**src/include/lane_stripe_consts.svh**
```systemverilog
//////////////////////////////////////////////////
// Lane stripe constants
// Element width, lane count and lane depth
// shared by every block of the lane buffer
//////////////////////////////////////////////////

`ifndef LANE_STRIPE_CONSTS_SVH
`define LANE_STRIPE_CONSTS_SVH

// Payload bits per element
`define LS_DATA_WIDTH   8

// Lane count, keep a power of two
`define LS_LANE_COUNT   4

// Entries per lane, keep a power of two
`define LS_LANE_DEPTH   4

// Counts 0 up to LS_LANE_DEPTH
`define LS_CREDIT_WIDTH 3

`endif

```
**src/source/lane_stripe_pkg.sv**
```systemverilog
//////////////////////////////////////////////////
// Lane stripe types
// Element, lane push and credit types
//////////////////////////////////////////////////

`include "lane_stripe_consts.svh"

package lane_stripe_pkg;

  // One element as seen on both streams
  typedef struct packed {
    logic [`LS_DATA_WIDTH-1:0] data;  // Payload
    logic                      last;  // Packet end, passed through
  } elem_t;

  // Distributor to lane write
  typedef struct packed {
    logic  valid;  // Write strobe
    elem_t elem;   // Element to store
  } lane_push_t;

  // Free entries in one lane
  typedef logic [`LS_CREDIT_WIDTH-1:0] credit_t;

endpackage

```
**src/source/lane_distributor.sv**
```systemverilog
//////////////////////////////////////////////////
// Lane distributor
// Accepts the input stream and writes elements
// round robin into lanes that still have credit
//////////////////////////////////////////////////

`timescale 1ns/1ns

`include "lane_stripe_consts.svh"

module lane_distributor (
  input  logic                                          clk_i,         // Clock
  input  logic                                          arst_n_i,      // Async reset
  input  lane_stripe_pkg::elem_t                        elem_i,        // Input element
  input  logic                                          elem_valid_i,  // Input valid
  output logic                                          elem_ready_o,  // Current lane has credit
  output lane_stripe_pkg::lane_push_t [`LS_LANE_COUNT-1:0] lane_push_o, // Per lane write
  input  logic [`LS_LANE_COUNT-1:0]                     credit_ret_i   // Per lane credit pulse
);

  import lane_stripe_pkg::*;

  //////////////////////////////////////////////////
  // Signals
  //////////////////////////////////////////////////

  localparam int LANE_IDX_W = $clog2(`LS_LANE_COUNT);

  credit_t [`LS_LANE_COUNT-1:0] credit_q;     // Free slots per lane
  logic [LANE_IDX_W-1:0]        wr_lane;      // Next lane to write
  logic                         has_credit;
  logic                         accept;       // Input handshake
  logic [`LS_LANE_COUNT-1:0]    take;         // One hot, lane charged this cycle

  // Push register, valid apart from payload
  logic [`LS_LANE_COUNT-1:0]    push_vld_q;
  elem_t                        push_elem_q;  // Only one lane uses it per cycle

  //////////////////////////////////////////////////
  // Handshake
  //////////////////////////////////////////////////

  assign has_credit   = (credit_q[wr_lane] != '0);
  assign elem_ready_o = has_credit;          // Never looks at valid
  assign accept       = elem_valid_i & has_credit;

  always_comb begin
    for (int i = 0; i < `LS_LANE_COUNT; i++) begin
      take[i] = accept && (wr_lane == LANE_IDX_W'(i));
    end
  end

  // Shared payload, per lane strobe
  always_comb begin
    for (int i = 0; i < `LS_LANE_COUNT; i++) begin
      lane_push_o[i].valid = push_vld_q[i];
      lane_push_o[i].elem  = push_elem_q;
    end
  end

  //////////////////////////////////////////////////
  // Credits, pointer and push strobes
  //////////////////////////////////////////////////

  always_ff @(posedge clk_i or negedge arst_n_i) begin
    if (!arst_n_i) begin
      for (int i = 0; i < `LS_LANE_COUNT; i++) begin
        credit_q[i] <= credit_t'(`LS_LANE_DEPTH);  // All lanes empty
      end
      wr_lane    <= '0;
      push_vld_q <= '0;
    end else begin
      for (int i = 0; i < `LS_LANE_COUNT; i++) begin
        unique case ({credit_ret_i[i], take[i]})
          2'b10:   credit_q[i] <= credit_q[i] + credit_t'(1);  // Returned only
          2'b01:   credit_q[i] <= credit_q[i] - credit_t'(1);  // Spent only
          default: credit_q[i] <= credit_q[i];                 // Both or none
        endcase
      end
      push_vld_q <= take;
      if (accept) begin
        wr_lane <= wr_lane + LANE_IDX_W'(1);  // Wraps, count is a power of two
      end
    end
  end

  // Payload register
  always_ff @(posedge clk_i) begin
    if (accept) begin
      push_elem_q <= elem_i;
    end
  end

endmodule

```
**src/source/lane_fifo.sv**
```systemverilog
//////////////////////////////////////////////////
// Lane FIFO
// One lane of the stripe buffer, pointer based
// storage with a credit pulse on every pop
//////////////////////////////////////////////////

`timescale 1ns/1ns

`include "lane_stripe_consts.svh"

module lane_fifo (
  input  logic                      clk_i,         // Clock
  input  logic                      arst_n_i,      // Async reset, active low
  input  lane_stripe_pkg::lane_push_t push_i,      // Registered write from distributor
  output lane_stripe_pkg::elem_t    head_o,        // Oldest element
  output logic                      head_valid_o,  // Head present
  input  logic                      pop_i,         // Take head this edge
  output logic                      credit_ret_o   // One cycle after each pop
);

  import lane_stripe_pkg::*;

  //////////////////////////////////////////////////
  // Signals
  //////////////////////////////////////////////////

  localparam int ADDR_W = $clog2(`LS_LANE_DEPTH);

  // Storage, no reset on payload
  elem_t mem [`LS_LANE_DEPTH];

  // Extra top bit tells full from empty
  logic [ADDR_W:0] wr_ptr;
  logic [ADDR_W:0] rd_ptr;

  logic empty;
  logic full;
  logic do_write;
  logic do_pop;
  logic credit_ret_q;

  //////////////////////////////////////////////////
  // Flags
  //////////////////////////////////////////////////

  assign empty = (wr_ptr == rd_ptr);
  // Same slot, one lap apart
  assign full  = (wr_ptr[ADDR_W-1:0] == rd_ptr[ADDR_W-1:0]) &&
                 (wr_ptr[ADDR_W] != rd_ptr[ADDR_W]);

  // Credits keep pushes off a full lane
  assign do_write = push_i.valid & ~full;
  assign do_pop   = pop_i & ~empty;

  // Head straight from storage
  assign head_o       = mem[rd_ptr[ADDR_W-1:0]];
  assign head_valid_o = ~empty;
  assign credit_ret_o = credit_ret_q;

  //////////////////////////////////////////////////
  // Storage write
  //////////////////////////////////////////////////

  always_ff @(posedge clk_i) begin
    if (do_write) begin
      mem[wr_ptr[ADDR_W-1:0]] <= push_i.elem;  // Data and last together
    end
  end

  //////////////////////////////////////////////////
  // Pointers and credit pulse
  //////////////////////////////////////////////////

  always_ff @(posedge clk_i or negedge arst_n_i) begin
    if (!arst_n_i) begin
      wr_ptr       <= '0;
      rd_ptr       <= '0;
      credit_ret_q <= 1'b0;
    end else begin
      if (do_write) begin
        wr_ptr <= wr_ptr + (ADDR_W+1)'(1);
      end
      if (do_pop) begin
        rd_ptr <= rd_ptr + (ADDR_W+1)'(1);
      end
      credit_ret_q <= do_pop;  // Freed slot goes back to distributor
    end
  end

endmodule

```
**src/source/lane_merger.sv**
```systemverilog
//////////////////////////////////////////////////
// Lane merger
// Drains lane heads round robin onto the output
// stream, keeping the input order
//////////////////////////////////////////////////

`timescale 1ns/1ns

`include "lane_stripe_consts.svh"

module lane_merger (
  input  logic                                      clk_i,         // Clock
  input  logic                                      arst_n_i,      // Async reset
  input  lane_stripe_pkg::elem_t [`LS_LANE_COUNT-1:0] head_i,      // Lane heads
  input  logic [`LS_LANE_COUNT-1:0]                 head_valid_i,  // Lane not empty
  output logic [`LS_LANE_COUNT-1:0]                 pop_o,         // Take head
  output lane_stripe_pkg::elem_t                    elem_o,        // Output element
  output logic                                      elem_valid_o,  // Output valid
  input  logic                                      elem_ready_i   // Sink ready
);

  import lane_stripe_pkg::*;

  //////////////////////////////////////////////////
  // Signals
  //////////////////////////////////////////////////

  localparam int LANE_IDX_W = $clog2(`LS_LANE_COUNT);

  logic [LANE_IDX_W-1:0] rd_lane;  // Lane holding the oldest element
  logic                  xfer;     // Output handshake

  //////////////////////////////////////////////////
  // Output path
  //////////////////////////////////////////////////

  // Empty lane stalls, no skipping
  assign elem_o       = head_i[rd_lane];
  assign elem_valid_o = head_valid_i[rd_lane];
  assign xfer         = elem_valid_o & elem_ready_i;

  always_comb begin
    pop_o = '0;
    if (xfer) begin
      pop_o[rd_lane] = 1'b1;  // Only the lane just sent
    end
  end

  //////////////////////////////////////////////////
  // Read lane pointer
  //////////////////////////////////////////////////

  always_ff @(posedge clk_i or negedge arst_n_i) begin
    if (!arst_n_i) begin
      rd_lane <= '0;  // Same start lane as distributor
    end else if (xfer) begin
      rd_lane <= rd_lane + LANE_IDX_W'(1);
    end
  end

endmodule

```
**src/source/lane_stripe_top.sv**
```systemverilog
//////////////////////////////////////////////////
// Lane stripe top
// Distributor, lane FIFOs and merger
//////////////////////////////////////////////////

`timescale 1ns/1ns

`include "lane_stripe_consts.svh"

module lane_stripe_top (
  input  logic                   clk_i,         // Clock
  input  logic                   arst_n_i,      // Async reset
  input  lane_stripe_pkg::elem_t elem_i,        // Input stream
  input  logic                   elem_valid_i,
  output logic                   elem_ready_o,
  output lane_stripe_pkg::elem_t elem_o,        // Output stream
  output logic                   elem_valid_o,
  input  logic                   elem_ready_i
);

  import lane_stripe_pkg::*;

  lane_push_t [`LS_LANE_COUNT-1:0] lane_push;   // Distributor to lanes
  logic [`LS_LANE_COUNT-1:0]       credit_ret;  // Lanes to distributor
  elem_t [`LS_LANE_COUNT-1:0]      head;        // Lanes to merger
  logic [`LS_LANE_COUNT-1:0]       head_valid;
  logic [`LS_LANE_COUNT-1:0]       pop;         // Merger to lanes

  lane_distributor u_distributor (
    .clk_i        (clk_i),
    .arst_n_i     (arst_n_i),
    .elem_i       (elem_i),
    .elem_valid_i (elem_valid_i),
    .elem_ready_o (elem_ready_o),
    .lane_push_o  (lane_push),
    .credit_ret_i (credit_ret)
  );

  // One FIFO per lane
  for (genvar g = 0; g < `LS_LANE_COUNT; g++) begin : g_lane
    lane_fifo u_lane (
      .clk_i        (clk_i),
      .arst_n_i     (arst_n_i),
      .push_i       (lane_push[g]),
      .head_o       (head[g]),
      .head_valid_o (head_valid[g]),
      .pop_i        (pop[g]),
      .credit_ret_o (credit_ret[g])
    );
  end

  lane_merger u_merger (
    .clk_i        (clk_i),
    .arst_n_i     (arst_n_i),
    .head_i       (head),
    .head_valid_i (head_valid),
    .pop_o        (pop),
    .elem_o       (elem_o),
    .elem_valid_o (elem_valid_o),
    .elem_ready_i (elem_ready_i)
  );

endmodule
```
**config.mk**
```make
export PLATFORM = sky130hd
export DESIGN_NAME = lane_stripe_top
export DESIGN_NICKNAME = d
export VERILOG_FILES = /design/src/source/lane_stripe_pkg.sv /design/src/source/lane_distributor.sv /design/src/source/lane_fifo.sv /design/src/source/lane_merger.sv /design/src/source/lane_stripe_top.sv
export VERILOG_INCLUDE_DIRS = /design/src /design/src/include
export SDC_FILE = /design/constraint.sdc
export NUM_CORES = 1
export LEC_CHECK = 0
export ABC_AREA = 0
export ABC_CLOCK_PERIOD_IN_PS = 2950
export BUFFER_PORTS_ARGS = -buffer_cell sky130_fd_sc_hd__buf_2
export CAP_MARGIN = 20
export CORE_MARGIN = 2
export CORE_UTILIZATION = 38
export CTS_CLUSTER_DIAMETER = 30
export DETAILED_ROUTE_END_ITERATION = 16
export SETUP_SLACK_MARGIN = 0.3
export SKIP_CTS_REPAIR_TIMING = 1
export SLEW_MARGIN = 25
export SYNTH_ARGS = -nofsm -noshare
export SYNTH_HDL_FRONTEND = slang
export SYNTH_SLANG_ARGS = --single-unit
```
**constraint.sdc**
```tcl
create_clock -name clk_i -period 2.95 [get_ports clk_i]
set_clock_uncertainty 0.2 [all_clocks]
set_input_delay 0.7375 -clock clk_i [delete_from_list [all_inputs] [get_ports clk_i]]
set_output_delay 0.7375 -clock clk_i [all_outputs]
set_load 0.1 [all_outputs]
```
==> parameters.txt, run 1 <==
Parameter                              Value

Global route
  Total overflow reported by the global router ... 0
  Vias in the first global route ... 4,622
  Total global-route track usage ... 14.3%
  First-pass GRT wire length ... around 26 mm
  Pin count of the biggest net entering global routing ... 49
  Initial antenna violation count ... 0

Clock tree
  Num CTS Buffers ... 42
  Total number of clock tree sinks ... about 200
  Largest buffer count on any clock path ... 3
  Clock input transition at the sequential cells of the worst setup and hold paths ... 40 ps
  TritonCTS clock tree ... built
  Cell at the root of the clock tree ... clkbuf_16
  Depth of the CTS H-tree ... 2
  Clock insertion delay at the later pin of the skew report ... approximately 510 ps

Power and ir drop
  Power density over the cells ... between 1000 and 1500 mW/mm²
  Pleak ... 0.00406 µW
  Tot Pwr ... 13,900 µW
  Worst vdd ir ... ~1.2 mV

Synthesis
  Cells after synthesis ... 463
  Syn_nets ... between 500 and 600
  Number of synthesis warnings ... 0
  Flip-flop cell with the highest count after synthesis ... edfxtp_1
  Top cell types by occurrence after synthesis ... 153 x edfxtp_1, 45 x mux4_2, 44 x dfrtp_1
  Fraction of registers with async set or reset after synthesis ... roughly a quarter
  Yosys top cell area share ... between 50% and 60%
  Leading post-synthesis cells by cell area ... edfxtp_1 54%, dfrtp_1 13%, mux4_2 12%
  Leading area contributor after synthesis ... edfxtp_1
  Flops & latches, synth ... 201
  Dominant cell by count in the synthesized netlist ... edfxtp_1
  Count of distinct cell types in the synthesized netlist ... 41
  Mean instance size in the synthesized netlist ... around 18 µm²
  Post-synthesis instance area ... 0.00853 mm²
  Part of the Yosys area used for sequential elements ... roughly two thirds
  Number of flops mapped to enable cells by yosys ... 153

STA
  Max-slew headroom ... 50.6%
  Worst-Margin Slew ... about 740 ps
  Part of the cycle the worst path needs ... 111%
  Worst-case setup margin in the final layout ... -338 ps
  Count of final setup violators ... 10
  Slew Limit Fails ... 0
  Hold violation total from the final report ... 0
  Total negative slack ... -3070 ps
  Maximum frequency from static timing analysis ... 0.304 GHz
  Unrepaired setup endpoints after global routing ... true
  Minimum clock period ... roughly 3300 ps

Route
  Total via count in the routed design ... roughly 4,300
  Residual DRC ... 0
  Wire per inst ... slightly below 20 µm
  Detailed Route Iter0 Violations ... between 200 and 300
  Iteration count of the initial detailed-routing pass ... 4
  DRT Wirelength ... 16.7 mm
  Antenna violation net count after detailed routing ... 0
  Number of vias per cell after detailed routing ... 4.94

Floorplan
  Initial standard-cell utilization of the core ... approximately two fifths
  Row Count ... between 50 and 60
  Core ar. ... 0.0220 mm²
  Number of I/O pins ... 24
  Die Y ... 154 µm
  Die ar. ... ~0.024 mm²
  Die width ... around 150 µm

Critical path
  Type of destination of the critical path ... output port
  Critical Setup Path Class ... flip-flop to output port
  Data required, critical path ... ~2000 ps
  Maximum net fanout on the critical path ... 5
  Critical Path AT ... roughly 2400 ps
  Worst setup path startpoint ... g_lane[2].u_lane.rd_ptr[0]
  Launch point of the worst reg-to-reg path ... u_distributor.wr_lane[0]
  Worst Setup Start Kind ... flip-flop

Final layout
  Total Nets Final ... approximately 600
  Share of final-layout standard cells stronger than drive strength 1 ... about two fifths
  Fillers ... around 1,800
  N_diodes ... 0
  Layout overhead on the synthesized area ... 27.6%

Outcome
  Run status ... finished with violations
  Violations in the final reports ... negative setup slack

Job
  Number of maximum-capacitance constraint violations ... 0

Placement
  GP Congestion ... ~0.76
  Count of buffers from port buffering ... 23
  HPWL reported at the end of detailed placement ... roughly 11 mm
  Setup slack after placement ... around 16 ps

Min path
  Worst hold-check path type ... input port to async pin
==> routing by layer <==
| layer | global-route usage [%] | vias up | share of wire [%] |
|---|---|---|---|
| met4 | 5.34 | 0 | 2.0 |
| met5 | 0 | - | 0 |
| met1 | 17.9 | 2188 | 43 |
| met2 | 24.1 | 90 | 51 |
| met3 | 3.72 | 32 | 4.3 |
| li1 | - | 1944 | - |
==> logic make-up (layout without fill, tap and decap cells) <==
group / count (synthesis) / count (layout) / synth area share [%]
buffers and inverters: 43 / 161 / 2.08
and+or+nand+nor: 61 / 61 / 4.22
AOI/OAI and AO/OA: 26 / 26 / 2.51
DFF: 201 / 201 / 68.0
xor gates and xnor gates: 42 / 42 / 4.31
adders and majority gates: 36 / 36 / 5.63
muxes: 54 / 54 / 13.2
==> stage by stage <==
step	instance area, µm²	util [%]	std cells	hold WS, ps
after floorplan	8560	-	463	242
after global placement	9110	41.5	767	275
after detailed placement	9110	41.5	767	277
after CTS	10500	47.8	844	150
after global routing	10900	49.6	861	172
final	10900	49.6	861	137
==> layout make-up <==
cell class                      count  area (µm²)  share of cell area [%]
Inverter                           29         111                    1.02
Sequential cell                   201        5810                    53.4
Multi-Input combinational cell    219        2700                    24.8
Clock inverter                     27         260                    2.39
Timing Repair Buffer               55         533                    4.89
Clock buffer                       50        1120                    10.3
Tap cell                          280         350                    3.22
==> power by group <==
part           total [µW]  leakage (µW)  internal (µW)  switching, µW
sequential           4380       0.00196           3750            637
combinational        5090       0.00145           2230           2860
clock                4450      0.000648           2920           1530
==> final timing paths <==
check	cells past startpoint	endpoint	slack, ps
min	2	u_distributor.credit_q[1]	140
min in group clk_i	1	u_distributor.lane_push_o[7]	190
max reg2reg	12	u_distributor.credit_q[8]	260
min reg2reg	1	g_lane[0].u_lane.rd_ptr[2]	280
max	4	elem_o[6]	-340
max in group asynchronous	2	g_lane[2].u_lane.rd_ptr[0]	1960
==> layout by cell type, fill, tap and decap left out, types with 3 or more instances in the layout <==
master and count:
edfxtp_1 153, mux4_2 45, clkbuf_16 44, dfrtp_1 36, ha_1 28, xor2_1 26
buf_4 25, inv_1 23, xnor2_1 16, and2_1 16, buf_2 12, nand2_1 10
clkinvlp_4 9, dfrtp_2 8, buf_6 8, buf_12 7, nor2_1 6, a21boi_1 6
and3_1 6, inv_2 5, mux2_4 5, clkbuf_1 5, clkinv_4 5, and2_4 4
o2111ai_2 4, o21ai_0 4, fa_2 4, ha_4 4, clkinv_2 4, dfstp_2 4
nand2_2 3
==> state kept, by name (all words and copies together), names as in the netlist <==
name,count
g_lane.u_lane.wr_ptr,12
u_distributor.credit_q,12
u_distributor.wr_lane,2
g_lane.u_lane.rd_ptr,12
u_distributor.push_vld_q,4
u_merger.rd_lane,2
g_lane.u_lane.credit_ret_o,4
u_distributor.lane_push_o,9
g_lane.u_lane.mem,144
==> worst max-delay path: stages, from the launching register on <==
cell,delay [ps]
dfrtp_2,430
clkbuf_16,180
mux4_2,540
mux4_2,500
buf_6,200
No activity file was read; power rests on OpenSTA's default activity.
==> inputs of run 2 (changes only) <==
--- a/config.mk
+++ b/config.mk
@@ -8,3 +8,2 @@
 export LEC_CHECK = 0
-export ABC_AREA = 0
 export ABC_CLOCK_PERIOD_IN_PS = 2950
@@ -14,2 +13,3 @@
 export CORE_UTILIZATION = 38
+export CTS_BUF_LIST = sky130_fd_sc_hd__clkbuf_2
 export CTS_CLUSTER_DIAMETER = 30
--- a/constraint.sdc
+++ b/constraint.sdc
@@ -4,2 +4,2 @@
 set_output_delay 0.7375 -clock clk_i [all_outputs]
-set_load 0.1 [all_outputs]
+set_load 0.01 [all_outputs]
==> run 2 against run 1 <==
Effect of this change: the flow still finishes with violations (negative setup slack); sequential share of layout area is 5.4 points higher; via count increased by 0.96%; final cell count rose by 2.2%; hold slack improved by 57 ps; critical endpoint is now elem_o[0]; largest cell class unchanged; largest power group is now sequential cells.
==> parameters.txt, run 2 (synthesis results as in run 1) <==
Parameter                              Value

Power and ir drop
  Part of the total power dissipated in combinational logic ... 37.4%
  Part of the power in the clock network ... roughly 18%
  Power density over the cells ... between 900 and 1000 mW/mm²
  Switching component of the power ... between 3000 and 4000 µW
  Internal Pwr Total ... around 6300 µW
  Tot Pwr ... 9800 µW
  Sequential Power Share ... 44.4%
  Switching power share of the total ... about 35%
  Worst vdd ir ... a little under 0.5 mV
  Pleak ... around 0.0037 µW

STA
  Maximum frequency from static timing analysis ... between 0.2 and 0.3 GHz
  Count of final setup violators ... 10
  Total negative slack ... -5080 ps
  Hold violation total from the final report ... 0
  Max-slew headroom ... 49.1%
  Minimum clock period ... approximately 3500 ps
  Unrepaired setup endpoints after global routing ... true
  Worst-Margin Slew ... between 700 and 800 ps
  Part of the cycle the worst path needs ... 119%
  Slew Limit Fails ... 0
  Worst-case hold slack ... slightly below 200 ps
  Worst-case setup margin in the final layout ... -557 ps

Placement
  Count of buffers from port buffering ... 23
  Placed cell area ... just over 0.009 mm²
  HPWL reported at the end of detailed placement ... around 11 mm
  GP Congestion ... 0.769
  Inst Count DP ... 765

Final layout
  Max reg flops ... ~140
  Seq. cell area ... 0.00581 mm²
  Share of final-layout standard cells stronger than drive strength 1 ... a little under two fifths
  Leading cell type in the layout, fill and taps excluded ... edfxtp_1
  Top library cells by usage in the layout, fill and taps aside ... 153 x edfxtp_1, 73 x clkbuf_2, 45 x mux4_2, 38 x dfrtp_1, 28 x ha_1
  Layout overhead on the synthesized area ... 15.9%
  Post-route standard cell area excluding fillers ... a little under 0.01 mm²
  Total Nets Final ... 607
  Number of cells in the finished layout apart from fillers ... between 800 and 900
  Fillers ... just under 2,000
  Area of the multi-input gates ... approximately 0.0027 mm²

Critical path
  Data required, critical path ... between 2000 and 2500 ps
  Type of destination of the critical path ... output port
  Critical Path AT ... 2570 ps
  Maximum net fanout on the critical path ... 9
  Worst Setup Start Kind ... flip-flop
  Critical Setup Path Class ... flip-flop to output port

Clock tree
  Clock input transition at the sequential cells of the worst setup and hold paths ... approximately 100 ps
  Clock insertion delay at the later pin of the skew report ... between 700 and 800 ps
  TritonCTS clock tree ... built
  Num CTS Buffers ... 50
  Largest buffer count on any clock path ... 3
  Depth of the CTS H-tree ... 2
  Total number of clock tree sinks ... approximately 200
  Cell at the root of the clock tree ... clkbuf_2

Global route
  Total overflow reported by the global router ... 0
  Initial antenna violation count ... 1
  First-pass GRT wire length ... 26.2 mm
  Total global-route track usage ... 14.5%
  Vias in the first global route ... approximately 4,600
  Pin count of the biggest net entering global routing ... 29

Floorplan
  Row Count ... 54
  Die ar. ... around 0.024 mm²
  Die Y ... about 150 µm
  Core ar. ... around 0.022 mm²
  Die width ... approximately 150 µm
  Number of I/O pins ... 24
  Initial standard-cell utilization of the core ... about two fifths

Job
  Number of maximum-capacitance constraint violations ... 0

Outcome
  Run status ... finished with violations
  Violations in the final reports ... negative setup slack

Route
  DRT Wirelength ... between 15 and 20 mm
  Iteration count of the initial detailed-routing pass ... 4
  Wire per inst ... 19.0 µm
  Detailed Route Iter0 Violations ... 320
  Antenna violation net count after detailed routing ... 0
  Residual DRC ... 0
  Number of vias per cell after detailed routing ... ~4.9
  Total via count in the routed design ... around 4,300

Min path
  Worst hold-check path type ... input port to flip-flop
## run 2: cell types whose count changed in the layout (fill, tap and decap cells not counted), sizes merged
| cell | change |
|---|---|
| clkbuf | +22 |
| dlygate4sd3 | +10 |
| clkinvlp | -8 |
| buf | -7 |
| clkinv | +5 |
| bufinv | -2 |
| inv | -2 |
| diode | +1 |
## run 2: critical path, cell delays in order, from the launching register on
cell and delay (ps):
dfrtp_2 420, buf_12 160, mux4_2 530, mux4_2 540
buf_6 150
## run 2: cell type report
type / instances / area share, %
multi-input cells: 219 / 27.0
well taps: 280 / 3.54
inverters: 29 / 1.13
flip-flops and latches: 201 / 58.8
diodes: 1 / 0.0253
repair buffers: 57 / 4.99
clock buffers: 73 / 3.70
clock inverters: 20 / 0.848
## run 2: path summary, 6_finish.rpt
path | slack (ps) | end | start | cells after the start
min | 190 | g_lane[0].u_lane.credit_ret_o | elem_ready_i | 3
max reg2reg | 110 | u_distributor.credit_q[11] | u_distributor.credit_q[2] | 12
max in group asynchronous | 1550 | g_lane[1].u_lane.rd_ptr[2] | arst_n_i | 3
min in group asynchronous | 320 | u_distributor.credit_q[7] | arst_n_i | 2
max | -560 | elem_o[0] | g_lane[2].u_lane.rd_ptr[0] | 4
min reg2reg | 300 | g_lane[2].u_lane.wr_ptr[2] | g_lane[2].u_lane.wr_ptr[2] | 1
## run 2: power groups by stage
stage	registers [µW]	clock network, µW	logic, µW
floorplan	4070	0	2500
global placement	4360	0	3240
detailed placement	4390	0	3300
CTS	4330	1870	3330
global route	4440	2020	4030
finish	4350	1790	3660
## run 2: stage by stage
step,utilization [%],setup WS [ps]
floorplan,-,304
global placement,41.3,143
detailed placement,41.3,27.9
CTS,43.4,-777
global route,45.0,-686
finish,45.0,-557
## run 2: metal layers
metal  GRT usage [%]  part of all wire [%]  up-vias
met4            4.94                   1.9        0
met3            3.64                   5.2       30
met1            19.3                    44     2176
li1                -                     -     1978
met2            23.4                    49      111
met5               0                     0        -
